<file path="src/paddle_defines.svh">
/*
 * shared constants for the paddle chooser
 * slot and byte widths, stick word layout, mouse packet fields,
 * per-packet motion clamp and mouse position limits
 */
`ifndef PADDLE_DEFINES_SVH
`define PADDLE_DEFINES_SVH

// output slots, also the count of each source kind
`define PADDLE_SLOTS 4
// position byte
`define PADDLE_BYTE 8
// one analog stick, x in the low byte and y in the high byte
`define STICK_WORD 16

// ps/2 mouse packet as delivered by the host side
`define MOUSE_WORD 25
`define MOUSE_BTN 0
`define MOUSE_XSIGN 4
`define MOUSE_XOVF 6
`define MOUSE_DX_LO 8
`define MOUSE_STB 24

// largest x step taken from a single packet
`define MOUSE_CLAMP 64
// signed range of the accumulated mouse position
`define POS_MIN (-128)
`define POS_MAX 127

`endif

</file>
<file path="src/paddle_pkg.sv">
/*
 * paddle chooser types and helpers
 * source_kind_t names what drives a filled slot
 * stick_to_unsigned maps a signed stick byte onto 0..255
 */
`include "paddle_defines.svh"

package paddle_pkg;

	// kind of source that owns a slot
	// spinner is the reset value, so an empty slot reads as 0
	typedef enum logic [1:0] {
		src_spinner = 2'd0,
		src_analog = 2'd1,
		src_mouse = 2'd2
	} source_kind_t;

	// signed -128..127 becomes unsigned 0..255
	// centre of travel lands on 8'h80
	function automatic logic [`PADDLE_BYTE-1:0] stick_to_unsigned(
		input logic [`PADDLE_BYTE-1:0] value
	);
		logic [`PADDLE_BYTE-1:0] result;
		result = value;
		result[`PADDLE_BYTE-1] = ~value[`PADDLE_BYTE-1];
		return result;
	endfunction

endpackage

</file>
<file path="src/motion_detect.sv">
/*
 * edge-of-travel detection for every stick axis and spinner
 * twelve channels share one registered compare
 */
`timescale 1ns/1ns
`include "paddle_defines.svh"

module motion_detect (
	input logic clk,
	input logic [`PADDLE_SLOTS-1:0][`STICK_WORD-1:0] analog,
	input logic [`PADDLE_SLOTS-1:0][`PADDLE_BYTE-1:0] paddle,
	output logic [`PADDLE_SLOTS-1:0] xs_select,
	output logic [`PADDLE_SLOTS-1:0] ys_select,
	output logic [`PADDLE_SLOTS-1:0] p_select
);
	import paddle_pkg::*;

	localparam int chans = 3 * `PADDLE_SLOTS;

	// channel order: x axes, then y axes, then spinners
	logic [chans-1:0][`PADDLE_BYTE-1:0] chan;
	logic [chans-1:0][`PADDLE_BYTE-1:0] last_chan;
	logic [chans-1:0] sel;

	always_comb begin
		for (int i = 0; i < `PADDLE_SLOTS; i++) begin
			chan[i] = stick_to_unsigned(analog[i][`PADDLE_BYTE-1:0]);
			chan[`PADDLE_SLOTS + i] =
				stick_to_unsigned(analog[i][`STICK_WORD-1:`PADDLE_BYTE]);
			chan[2 * `PADDLE_SLOTS + i] = paddle[i];
		end
	end

	// top two bits equal means the value sits in the low or high quarter
	// pulse only when the value has just changed
	always_ff @(posedge clk) begin
		for (int i = 0; i < chans; i++) begin
			last_chan[i] <= chan[i];
			sel[i] <= (chan[i] != last_chan[i]) &&
				(chan[i][`PADDLE_BYTE-1] == chan[i][`PADDLE_BYTE-2]);
		end
	end

	assign xs_select = sel[`PADDLE_SLOTS-1:0];
	assign ys_select = sel[2*`PADDLE_SLOTS-1:`PADDLE_SLOTS];
	assign p_select = sel[chans-1:2*`PADDLE_SLOTS];

endmodule

</file>
<file path="src/mouse_position.sv">
/*
 * mouse x accumulator
 * each strobe toggle adds the packet's clamped x motion,
 * saturating at the position limits
 */
`timescale 1ns/1ns
`include "paddle_defines.svh"

module mouse_position (
	input logic clk,
	input logic reset,
	input logic [`MOUSE_WORD-1:0] mouse,
	output logic [`PADDLE_BYTE-1:0] mouse_pos
);
	import paddle_pkg::*;

	localparam logic signed [8:0] clamp_hi = `MOUSE_CLAMP;
	localparam logic signed [8:0] clamp_lo = -`MOUSE_CLAMP;
	localparam logic signed [8:0] pos_hi = `POS_MAX;
	localparam logic signed [8:0] pos_lo = `POS_MIN;

	logic old_stb;
	logic signed [8:0] mx;
	logic signed [8:0] mdx;
	logic signed [8:0] mdx_clamped;
	logic signed [8:0] nmx;

	// 9-bit delta, sign bit on top of the dx byte
	assign mdx = {mouse[`MOUSE_XSIGN], mouse[`MOUSE_DX_LO+`PADDLE_BYTE-1:`MOUSE_DX_LO]};

	// overflow packets move a full clamp step in the sign's direction
	always_comb begin
		if (mouse[`MOUSE_XOVF])
			mdx_clamped = mouse[`MOUSE_XSIGN] ? clamp_lo : clamp_hi;
		else if (mdx > clamp_hi)
			mdx_clamped = clamp_hi;
		else if (mdx < clamp_lo)
			mdx_clamped = clamp_lo;
		else
			mdx_clamped = mdx;
	end

	// sum stays within -192..191, no wrap in 9 bits
	assign nmx = mx + mdx_clamped;

	always_ff @(posedge clk) begin
		if (reset) begin
			old_stb <= 1'b0;
			mx <= '0;
		end else begin
			old_stb <= mouse[`MOUSE_STB];
			if (old_stb != mouse[`MOUSE_STB]) begin
				if (nmx > pos_hi)
					mx <= pos_hi;
				else if (nmx < pos_lo)
					mx <= pos_lo;
				else
					mx <= nmx;
			end
		end
	end

	// same signed-to-unsigned mapping as the sticks
	assign mouse_pos = stick_to_unsigned(mx[`PADDLE_BYTE-1:0]);

endmodule

</file>
<file path="src/paddle_assigner.sv">
/*
 * slot assignment state
 * picks the next eligible slot, chooses one unclaimed source for it
 * and records kind, controller index, axis and alternate button flag
 */
`timescale 1ns/1ns
`include "paddle_defines.svh"

module paddle_assigner (
	input logic clk,
	input logic reset,
	input logic [`PADDLE_SLOTS-1:0] mask,
	input logic use_multi,
	input logic mouse_button,
	input logic [`PADDLE_SLOTS-1:0] xs_select,
	input logic [`PADDLE_SLOTS-1:0] ys_select,
	input logic [`PADDLE_SLOTS-1:0] p_select,
	output logic [`PADDLE_SLOTS-1:0] assigned,
	output logic [`PADDLE_SLOTS-1:0] slot_valid,
	output paddle_pkg::source_kind_t [`PADDLE_SLOTS-1:0] paddle_type,
	output logic [`PADDLE_SLOTS-1:0][1:0] slot_index,
	output logic [`PADDLE_SLOTS-1:0] slot_x_axis,
	output logic [`PADDLE_SLOTS-1:0] slot_alt,
	output logic x_claimed0,
	output logic y_claimed0
);
	import paddle_pkg::*;

	// sources already owned by a slot
	logic [`PADDLE_SLOTS-1:0] xs_claimed;
	logic [`PADDLE_SLOTS-1:0] ys_claimed;
	logic [`PADDLE_SLOTS-1:0] p_claimed;
	logic mouse_claimed;

	logic [`PADDLE_SLOTS-1:0] prev_done;
	logic [`PADDLE_SLOTS-1:0] eligible;
	logic found;
	logic [1:0] target;
	logic hit;
	source_kind_t pick_type;
	logic [1:0] pick_idx;
	logic pick_x_axis;
	logic pick_y_axis;

	// a slot waits for the previous enabled slot
	always_comb begin
		prev_done[0] = 1'b1;
		for (int y = 1; y < `PADDLE_SLOTS; y++)
			prev_done[y] = ~mask[y-1] | slot_valid[y-1];
		eligible = ~slot_valid & mask & prev_done;
	end

	// only the lowest eligible slot is looked at
	always_comb begin
		found = 1'b0;
		target = '0;
		for (int y = 0; y < `PADDLE_SLOTS; y++) begin
			if (eligible[y] && !found) begin
				found = 1'b1;
				target = 2'(y);
			end
		end
	end

	// later kinds override earlier ones, higher index wins within a kind
	always_comb begin
		hit = 1'b0;
		pick_type = src_spinner;
		pick_idx = '0;
		pick_x_axis = 1'b0;
		pick_y_axis = 1'b0;
		for (int i = 0; i < `PADDLE_SLOTS; i++) begin
			if (xs_select[i] && !xs_claimed[i]) begin
				hit = 1'b1;
				pick_type = src_analog;
				pick_idx = 2'(i);
				pick_x_axis = 1'b1;
				pick_y_axis = 1'b0;
			end
		end
		for (int i = 0; i < `PADDLE_SLOTS; i++) begin
			if (ys_select[i] && !ys_claimed[i]) begin
				hit = 1'b1;
				pick_type = src_analog;
				pick_idx = 2'(i);
				pick_x_axis = 1'b0;
				pick_y_axis = 1'b1;
			end
		end
		for (int i = 0; i < `PADDLE_SLOTS; i++) begin
			if (p_select[i] && !p_claimed[i]) begin
				hit = 1'b1;
				pick_type = src_spinner;
				pick_idx = 2'(i);
				pick_x_axis = 1'b0;
				pick_y_axis = 1'b0;
			end
		end
		// mouse is always reported as controller 0
		if (mouse_button && !mouse_claimed) begin
			hit = 1'b1;
			pick_type = src_mouse;
			pick_idx = '0;
			pick_x_axis = 1'b0;
			pick_y_axis = 1'b0;
		end
	end

	always_ff @(posedge clk) begin
		if (reset) begin
			assigned <= '0;
			slot_valid <= '0;
			slot_index <= '0;
			slot_x_axis <= '0;
			slot_alt <= '0;
			xs_claimed <= '0;
			ys_claimed <= '0;
			p_claimed <= '0;
			mouse_claimed <= 1'b0;
			for (int y = 0; y < `PADDLE_SLOTS; y++)
				paddle_type[y] <= src_spinner;
		end else begin
			assigned <= '0;
			if (found && hit) begin
				assigned[target] <= 1'b1;
				slot_valid[target] <= 1'b1;
				paddle_type[target] <= pick_type;
				slot_index[target] <= pick_idx;
				slot_x_axis[target] <= pick_x_axis;
				// shared y axes use the alternate button
				slot_alt[target] <= pick_y_axis & use_multi;
				// without use_multi a stick gives up both axes at once
				if (pick_x_axis) begin
					xs_claimed[pick_idx] <= 1'b1;
					if (!use_multi)
						ys_claimed[pick_idx] <= 1'b1;
				end
				if (pick_y_axis) begin
					ys_claimed[pick_idx] <= 1'b1;
					if (!use_multi)
						xs_claimed[pick_idx] <= 1'b1;
				end
				if (pick_type == src_spinner)
					p_claimed[pick_idx] <= 1'b1;
				if (pick_type == src_mouse)
					mouse_claimed <= 1'b1;
			end
		end
	end

	// the mouse button rule looks at stick 0
	assign x_claimed0 = xs_claimed[0];
	assign y_claimed0 = ys_claimed[0];

endmodule

</file>
<file path="src/paddle_chooser.sv">
/*
 * paddle chooser top level
 * motion detection, mouse accumulator, slot assigner and output mux
 */
`timescale 1ns/1ns
`include "paddle_defines.svh"

module paddle_chooser (
	input logic clk,
	input logic reset,
	input logic [`PADDLE_SLOTS-1:0] mask,
	input logic use_multi,
	input logic [`MOUSE_WORD-1:0] mouse,
	input logic [`PADDLE_SLOTS-1:0][`STICK_WORD-1:0] analog,
	input logic [`PADDLE_SLOTS-1:0][`PADDLE_BYTE-1:0] paddle,
	input logic [`PADDLE_SLOTS-1:0] buttons_in,
	input logic [`PADDLE_SLOTS-1:0] alt_b_in,
	output logic [`PADDLE_SLOTS-1:0] assigned,
	output logic [`PADDLE_SLOTS-1:0][`PADDLE_BYTE-1:0] pd_out,
	output paddle_pkg::source_kind_t [`PADDLE_SLOTS-1:0] paddle_type,
	output logic [`PADDLE_SLOTS-1:0] paddle_but
);

	// one-cycle extreme pulses per source
	logic [`PADDLE_SLOTS-1:0] xs_select;
	logic [`PADDLE_SLOTS-1:0] ys_select;
	logic [`PADDLE_SLOTS-1:0] p_select;

	logic [`PADDLE_BYTE-1:0] mouse_pos;
	wire mouse_button = mouse[`MOUSE_BTN];

	// slot state from the assigner
	logic [`PADDLE_SLOTS-1:0] slot_valid;
	logic [`PADDLE_SLOTS-1:0][1:0] slot_index;
	logic [`PADDLE_SLOTS-1:0] slot_x_axis;
	logic [`PADDLE_SLOTS-1:0] slot_alt;
	logic x_claimed0;
	logic y_claimed0;

	motion_detect u_motion (
		.clk(clk),
		.analog(analog),
		.paddle(paddle),
		.xs_select(xs_select),
		.ys_select(ys_select),
		.p_select(p_select)
	);

	mouse_position u_mouse (
		.clk(clk),
		.reset(reset),
		.mouse(mouse),
		.mouse_pos(mouse_pos)
	);

	paddle_assigner u_assign (
		.clk(clk),
		.reset(reset),
		.mask(mask),
		.use_multi(use_multi),
		.mouse_button(mouse_button),
		.xs_select(xs_select),
		.ys_select(ys_select),
		.p_select(p_select),
		.assigned(assigned),
		.slot_valid(slot_valid),
		.paddle_type(paddle_type),
		.slot_index(slot_index),
		.slot_x_axis(slot_x_axis),
		.slot_alt(slot_alt),
		.x_claimed0(x_claimed0),
		.y_claimed0(y_claimed0)
	);

	paddle_mux u_mux (
		.analog(analog),
		.paddle(paddle),
		.buttons_in(buttons_in),
		.alt_b_in(alt_b_in),
		.mouse_button(mouse_button),
		.mouse_pos(mouse_pos),
		.slot_valid(slot_valid),
		.paddle_type(paddle_type),
		.slot_index(slot_index),
		.slot_x_axis(slot_x_axis),
		.slot_alt(slot_alt),
		.x_claimed0(x_claimed0),
		.y_claimed0(y_claimed0),
		.pd_out(pd_out),
		.paddle_but(paddle_but)
	);

endmodule

</file>
<file path="src/paddle_mux.sv">
/*
 * per-slot output selection
 * position byte and button come straight from the owning source
 */
`timescale 1ns/1ns
`include "paddle_defines.svh"

module paddle_mux (
	input logic [`PADDLE_SLOTS-1:0][`STICK_WORD-1:0] analog,
	input logic [`PADDLE_SLOTS-1:0][`PADDLE_BYTE-1:0] paddle,
	input logic [`PADDLE_SLOTS-1:0] buttons_in,
	input logic [`PADDLE_SLOTS-1:0] alt_b_in,
	input logic mouse_button,
	input logic [`PADDLE_BYTE-1:0] mouse_pos,
	input logic [`PADDLE_SLOTS-1:0] slot_valid,
	input paddle_pkg::source_kind_t [`PADDLE_SLOTS-1:0] paddle_type,
	input logic [`PADDLE_SLOTS-1:0][1:0] slot_index,
	input logic [`PADDLE_SLOTS-1:0] slot_x_axis,
	input logic [`PADDLE_SLOTS-1:0] slot_alt,
	input logic x_claimed0,
	input logic y_claimed0,
	output logic [`PADDLE_SLOTS-1:0][`PADDLE_BYTE-1:0] pd_out,
	output logic [`PADDLE_SLOTS-1:0] paddle_but
);
	import paddle_pkg::*;

	// raw axis byte of the stick each slot points at
	logic [`PADDLE_SLOTS-1:0][`PADDLE_BYTE-1:0] axis_byte;

	always_comb begin
		for (int s = 0; s < `PADDLE_SLOTS; s++) begin
			if (slot_x_axis[s])
				axis_byte[s] = analog[slot_index[s]][`PADDLE_BYTE-1:0];
			else
				axis_byte[s] = analog[slot_index[s]][`STICK_WORD-1:`PADDLE_BYTE];
		end
	end

	// positions are inverted on the way out
	always_comb begin
		for (int s = 0; s < `PADDLE_SLOTS; s++) begin
			pd_out[s] = '0;
			paddle_but[s] = 1'b0;
			if (slot_valid[s]) begin
				case (paddle_type[s])
					src_spinner: begin
						pd_out[s] = ~paddle[slot_index[s]];
						paddle_but[s] = buttons_in[slot_index[s]];
					end
					src_analog: begin
						pd_out[s] = ~stick_to_unsigned(axis_byte[s]);
						paddle_but[s] = slot_alt[s] ? alt_b_in[slot_index[s]]
							: buttons_in[slot_index[s]];
					end
					src_mouse: begin
						pd_out[s] = ~mouse_pos;
						// stick 0 button doubles as a mouse button while stick 0 is free
						paddle_but[s] = mouse_button |
							(~x_claimed0 & ~y_claimed0 & buttons_in[0]);
					end
					default: begin
						pd_out[s] = '0;
						paddle_but[s] = 1'b0;
					end
				endcase
			end
		end
	end

endmodule

</file>
<file path="config.mk">
export PLATFORM = sky130hd
export DESIGN_NAME = paddle_chooser
export DESIGN_NICKNAME = d
export VERILOG_FILES = /design/src/paddle_pkg.sv /design/src/motion_detect.sv /design/src/mouse_position.sv /design/src/paddle_assigner.sv /design/src/paddle_chooser.sv /design/src/paddle_mux.sv
export VERILOG_INCLUDE_DIRS = /design/src
export SDC_FILE = /design/constraint.sdc
export NUM_CORES = 1
export LEC_CHECK = 0
export BUFFER_PORTS_ARGS = -buffer_cell sky130_fd_sc_hd__buf_2
export CORE_UTILIZATION = 33
export CTS_BUF_LIST = sky130_fd_sc_hd__clkbuf_4
export DETAILED_ROUTE_END_ITERATION = 16
export PLACE_DENSITY_LB_ADDON = 0.1
export SYNTH_ARGS = -nofsm -noshare
export SYNTH_HDL_FRONTEND = slang
export SYNTH_SLANG_ARGS = --single-unit
</file>
<file path="constraint.sdc">
create_clock -name clk -period 9.5 [get_ports clk]
set_input_delay 0.95 -clock clk [delete_from_list [all_inputs] [get_ports clk]]
set_output_delay 0.95 -clock clk [all_outputs]
set_load 0.01 [all_outputs]
</file>
; After elaboration in Yosys (flattened, before gate mapping)
; Index checks and enable logic that the tools add are counted.
; W data, S select, Z words.
[totals]
reg_bits = 163
inputBits = 136
elab_cells = 322
[op_classes]
bitwise = 44
n_lt_le_gt_ge = 12
n_eq_ne = 34
n_reduce_logical = 55
n_mux = 145
addsub = 1
[ops]
columns = operator, n
row1 = $bmux W16 S2, 4
row2 = $mux W8, 12
row3 = $ne A8 B8 Y1, 12
row4 = $pmux W8 S3, 4
row5 = $not A8 Y8, 9
row6 = $mux W1, 67
row7 = $bmux W8 S2, 4
row8 = $mux W16, 4
row9 = $mux W9, 6
row10 = $mux W4, 10
row11 = $logic_and A1 B1 Y1, 31
row12 = $mux W2, 15
row13 = $or A4 B4 Y4, 6
row14 = $not A1 Y1, 19
row15 = $gt A9 B8 Y1 const B, 2
row16 = $lt A2 B3 Y1 const B, 6
row17 = $bmux W1 S2, 8
row18 = $bwmux W8, 2
row19 = $logic_not A1 Y1, 16
row20 = $eq A1 B1 Y1, 12
row21 = $pmux W1 S3, 4
row22 = $eq A2 B2 Y1 const B, 5
row23 = $logic_not A2 Y1, 5
row24 = $add A9 B9 Y9, 1
row25 = other kinds (14), 27

; Depth between registers and ports, before layout
[logic_depth]
ltp_word = 25
ltp_mapped = 16
ltp_nobuf = 15

; Hierarchy
; Synthesis repeated with hierarchy kept, for this count alone.
[unflattened]
hier_cells = 871
hier_area_um2 = 9983.3
[modules_own_cells]
columns = module, area_per_inst_um2, cells_per_inst, instances, seq_area_each_um2
row1 = paddle_mux, 3619.7, 283, 1, 0.0
row2 = motion_detect, 3348.2, 260, 1, 2162.1
row3 = paddle_assigner, 1974.4, 207, 1, 900.9
row4 = mouse_position, 1041.0, 121, 1, 200.2

; Worst setup path after synthesis
; Ideal clock, no wire load.
[synth_path]
path_type = input -> register
start = input port mouse[13]
end = register u_mouse.mx[6]
t_arrival_ps = 4103
path_stages = 16
setup_time_ps = 91
setup_slack_ps = 5306
cell_sequence = nor4_1 nand2_1 a21oi_1 nor2_1 nor3_1 and2_1 ha_1 inv_1 fa_1 nor2b_4 o211ai_1 a2111oi_2 o31a_2 buf_6 o21ai_1 a311oi_1
[synth_via]
elab_chain_len = 8
elab_cells_between_ends = 10
cone_classes = add/sub (1) / order compare (4) / mux (5)
[synth_lines]
columns = element, line_no
row1 = start: declaration, paddle_chooser.sv:13  ; input logic [`MOUSE_WORD-1:0] mouse,
row2 = $lt A9 B7 Y1, mouse_position.sv:37  ; else if (mdx < clamp_lo)
row3 = $mux W9, mouse_position.sv:37
row4 = $mux W9 (*), mouse_position.sv:35  ; else if (mdx > clamp_hi)
row5 = $mux W9 (*), mouse_position.sv:33  ; if (mouse[`MOUSE_XOVF])
row6 = $add A9 B9 Y9 (*), mouse_position.sv:44  ; assign nmx = mx + mdx_clamped;
row7 = $lt A9 B8 Y1, mouse_position.sv:55  ; else if (nmx < pos_lo)
row8 = $mux W9, mouse_position.sv:55
row9 = $mux W9 (*), mouse_position.sv:53  ; if (nmx > pos_hi)
row10 = end signal: assignment, mouse_position.sv:54  ; mx <= pos_hi;
row11 = end signal: assignment, mouse_position.sv:56  ; mx <= pos_lo;
row12 = end signal: assignment, mouse_position.sv:58  ; mx <= nmx;
row13 = end: declaration, mouse_position.sv:23  ; logic signed [8:0] mx;
; Every way passes the cells marked *; elsewhere a longest branch is shown, timed or not.
; A chain may end at the register's enable or synchronous reset.

; Final worst setup path
; Same ends and word-level chain as after synthesis.

==> results.txt <==
----------------------------------------------------
[Global route]
  Maximum number of pins on one net before global-route repair ... 57
  Initial antenna violation count ... 1
  Total routing resource utilization after global routing ... 0.222
  Number of global-route vias before repair ... 7,652
  Overflow after GRT ... 0
  Wire length of the first global-routing pass ... 49.6 mm

[Hold path]
  Hold_sp ... u_assign.p_claimed[0]$_SDFFE_PP0P_
  Hold Path End ... u_assign.p_claimed[0]$_SDFFE_PP0P_
  Class of the tightest hold or removal check ... reg -> reg
  Hold Path Stages ... 2

[Synthesis]
  Syn_area_per_cell ... 10.6 sq um
  Top flip-flop cell by instance count after synthesis ... sky130_fd_sc_hd__dfxtp_1
  Post-synthesis net count ... 1,081
  Area share of the leading cell type in the synthesized netlist ... 0.328
  Post-Syn Instances ... 935
  Yosys warning count ... 0
  Most frequent cell after synthesis ... sky130_fd_sc_hd__dfxtp_1
  Post-synthesis register bit count ... 163
  Most instantiated cells after synthesis ... sky130_fd_sc_hd__dfxtp_1, sky130_fd_sc_hd__mux4_2, sky130_fd_sc_hd__xor2_1, sky130_fd_sc_hd__nor2_1, sky130_fd_sc_hd__a21oi_1
  Count of flip-flops with a built-in enable after synthesis ... 0
  Sequential share of the synthesized area ... 0.328
  Synthesized cell area ... 9930 sq um
  Unique cell type count in the Yosys netlist ... 58
  Top cells by area, synth ... sky130_fd_sc_hd__dfxtp_1, sky130_fd_sc_hd__mux4_2, sky130_fd_sc_hd__xor2_1
  Most area-hungry cell type in the Yosys netlist ... sky130_fd_sc_hd__dfxtp_1
  Async S/R FF share, synth ... 0

[Timing]
  RSZ-0062 raised after global routing ... false
  Relative slew margins ... 0.139
  Crit share post-route ... 0.503
  Final number of max-transition violations ... 0
  Final clock skew ... 0.0222 ns
  Post-layout minimum cycle time ... 4.78 ns
  Slew @ Worst Pin ... 1.28 ns
  Number of setup violations in the final report ... 0
  Final critical-path setup slack ... 4.72 ns
  Final Hold Violating Endpoints ... 0
  Final sum of negative setup slack ... 0 ns
  Fmax ... 0.209 GHz

[Power and ir drop]
  Internal portion of total power ... 1.14 mW
  Combinational power share ... 0.288
  Maximum resistive drop on vdd ... 0.0619 mV
  Switching Share ... 0.350
  Clock network fraction of total power ... 0.268
  Power dissipated by switching net loads ... 615 uW
  Leakage power of the design ... 4.29 nW
  Reg power frac ... 0.444
  Power Dens Cells ... 154 nW/um^2

[Drt]
  Vias per cell ... 5.41
  DRC violations left ... 2
  Total Wirelength ... 33.8 mm
  Length of the first detailed-routing pass in iterations ... 11
  DRT iter0 DRCs ... 592
  Remaining antenna violation count after routing ... 0
  Average wire length per cell after detail routing ... 22.8 microns
  Total number of vias ... 8,014

[Critical path]
  Number of cells on the worst reg-to-reg path ... 9
  Endpoint type of the worst setup path ... register
  Register-to-Register Setup Slack ... 6.13 ns
  Critical path start-end classification ... in -> reg
  Launch instance of the worst register-to-register path ... u_mouse.mx[0]$_SDFFE_PP0P_
  Endpoint of the worst-slack reg-to-reg timing path ... u_mouse.mx[6]$_SDFFE_PP0P_
  Worst setup SP type ... input pin
  Critical Path AT ... 5.28 ns
  Critical Path Fanout Max ... 15
  Required time worst endpoint ... 10.00 ns

[Clock tree]
  Number of H-tree branching levels ... 4
  CTS tree ... yes
  Setup repair bufs after CTS ... 0
  Number of buffers created by CTS ... 17
  Clock-pin slew of the registers on the worst-case setup and hold paths ... 0.14 ns
  Worst-skew pair later-pin latency ... 0.59 ns
  Hold Buf Count CTS ... 0
  Clock Sink Count ... 163
  Number of gates given a new drive strength after cts ... 0
  CTS root buffer ... sky130_fd_sc_hd__clkbuf_4
  Max Root-Sink Buffers ... 2

[Die]
  Boundary Pins ... 184
  Die Span X ... 176 microns
  Area of the die ... 30,800 sq um
  Height of the die ... 176 microns
  Total number of placement rows ... 63
  Std-Cell Core Area ... 29,600 sq um
  Starting density of the core ... 0.335

[Outcome]
  Failing checks ... DRC
  Status ... finished with violations

[Final layout]
  Area growth from synthesis to final layout ... 15.0%
  Share of layout cells above drive strength 1 ... 0.301
  Nets ... 1,224

[Flow run]
  Max-capacitance violation count ... 0

[Placed design]
  Minimum setup slack after placement ... 4.18 ns
  Weighted congestion reported at the end of routability-driven placement ... 0.859
  Post-detail-place hpwl ... 25.6 mm
  Count of buffers inserted at the top-level ports ... 170

----------------------------------------------------
power by group through the flow:
stage	sequential [mW]	clock [mW]	combinational [mW]
2_1_floorplan	0.768	0	0.342
4_1_cts	0.780	0.479	0.506
3_3_place_gp	0.795	0	0.504
5_1_grt	0.786	0.504	0.549
6_report	0.780	0.470	0.505
3_5_place_dp	0.795	0	0.504
cell type report:
type	count	area, sq um
fill	3093	18200
multi-input combinational	683	6300
sequential	163	3270
timing repair buffer	183	948
tap	390	488
clock inverter	14	176
clock buffer	17	128
inverter	30	113
antenna	2	5.00
per-layer routing:
metal | vias to the layer above | share of wire | GRT usage
met5 | - | 0 | 0
met4 | 0 | 0.017 | 0.0645
met3 | 30 | 0.048 | 0.0294
met2 | 276 | 0.46 | 0.341
met1 | 3924 | 0.48 | 0.323
li1 | 3784 | - | -
worst max path at each step:
stage | startpoint | end
global placement | mouse[13] | u_mouse.mx[6]$_SDFFE_PP0P_
CTS | mouse[13] | u_mouse.mx[6]$_SDFFE_PP0P_
global route | mouse[13] | u_mouse.mx[6]$_SDFFE_PP0P_
floorplan | mouse[13] | u_mouse.mx[6]$_SDFFE_PP0P_
detailed placement | mouse[13] | u_mouse.mx[6]$_SDFFE_PP0P_
finish | mouse[13] | u_mouse.mx[6]$_SDFFE_PP0P_
registers in the layout (all words and copies together), names as in the netlist:
register                cells
u_motion.last_chan         96
u_motion.sel               12
u_mouse.mx                  9
u_assign.paddle_type        8
u_assign.slot_index         8
u_assign.assigned           4
u_assign.p_claimed          4
u_assign.slot_alt           4
u_assign.slot_valid         4
u_assign.slot_x_axis        4
u_assign.xs_claimed         4
u_assign.ys_claimed         4
u_assign.mouse_claimed      1
u_mouse.old_stb             1
through the flow:
| stage | cells | hold slack [ns] | power, mW | instance area [sq um] | utilization |
|---|---|---|---|---|---|
| detailed placement | 1449 | 0.441 | 1.30 | 11100 | 0.375 |
| finish | 1482 | 0.470 | 1.76 | 11400 | 0.385 |
| CTS | 1480 | 0.471 | 1.77 | 11400 | 0.385 |
| floorplan | 935 | 0.419 | 1.11 | 9930 | - |
| global route | 1482 | 0.486 | 1.84 | 11400 | 0.385 |
| global placement | 1449 | 0.438 | 1.30 | 11100 | 0.375 |
cells in the final DEF, fill, tap and decap left out, types with 6 or more instances in the layout:
cell and instances:
sky130_fd_sc_hd__buf_4 13, sky130_fd_sc_hd__a211oi_1 32, sky130_fd_sc_hd__nor3_1 7, sky130_fd_sc_hd__nor4_1 21
sky130_fd_sc_hd__buf_2 170, sky130_fd_sc_hd__nor2b_1 61, sky130_fd_sc_hd__nor2_1 68, sky130_fd_sc_hd__ha_1 9
sky130_fd_sc_hd__o22ai_1 10, sky130_fd_sc_hd__mux4_2 104, sky130_fd_sc_hd__dfxtp_1 159, sky130_fd_sc_hd__o21ai_0 16
sky130_fd_sc_hd__a311oi_1 8, sky130_fd_sc_hd__a21oi_1 62, sky130_fd_sc_hd__mux2i_1 45, sky130_fd_sc_hd__and2_1 12
sky130_fd_sc_hd__nand2b_1 18, sky130_fd_sc_hd__clkbuf_4 17, sky130_fd_sc_hd__nand2_1 27, sky130_fd_sc_hd__inv_1 30
sky130_fd_sc_hd__o31ai_1 8, sky130_fd_sc_hd__xnor2_1 36, sky130_fd_sc_hd__nand4_1 6, sky130_fd_sc_hd__o21ai_1 7
sky130_fd_sc_hd__xor2_1 69
logic make-up after synthesis:
| group | synth area share |
|---|---|
| simple gates | 0.128 |
| compound gates | 0.119 |
| flops | 0.328 |
| mux | 0.281 |
| xor+xnor | 0.0926 |
| buf+inv | 0.0375 |
| fa+ha+maj | 0.0134 |
worst max-delay path, cell delays in order:
cell and delay (ns):
sky130_fd_sc_hd__buf_2 0.11, sky130_fd_sc_hd__nor4_1 0.44, sky130_fd_sc_hd__nand2_1 0.10, sky130_fd_sc_hd__a21oi_1 0.15, sky130_fd_sc_hd__nor2_1 0.05, sky130_fd_sc_hd__nor3_1 0.52
sky130_fd_sc_hd__and2_1 0.23, sky130_fd_sc_hd__ha_1 0.19, sky130_fd_sc_hd__inv_1 0.07, sky130_fd_sc_hd__fa_1 0.46, sky130_fd_sc_hd__nor2b_4 0.16, sky130_fd_sc_hd__o21ai_1 0.08
sky130_fd_sc_hd__o211a_1 0.16, sky130_fd_sc_hd__nor4_2 1.08, sky130_fd_sc_hd__o311ai_0 0.26, sky130_fd_sc_hd__a311oi_1 0.28
Power figures use the tool's default switching activity.
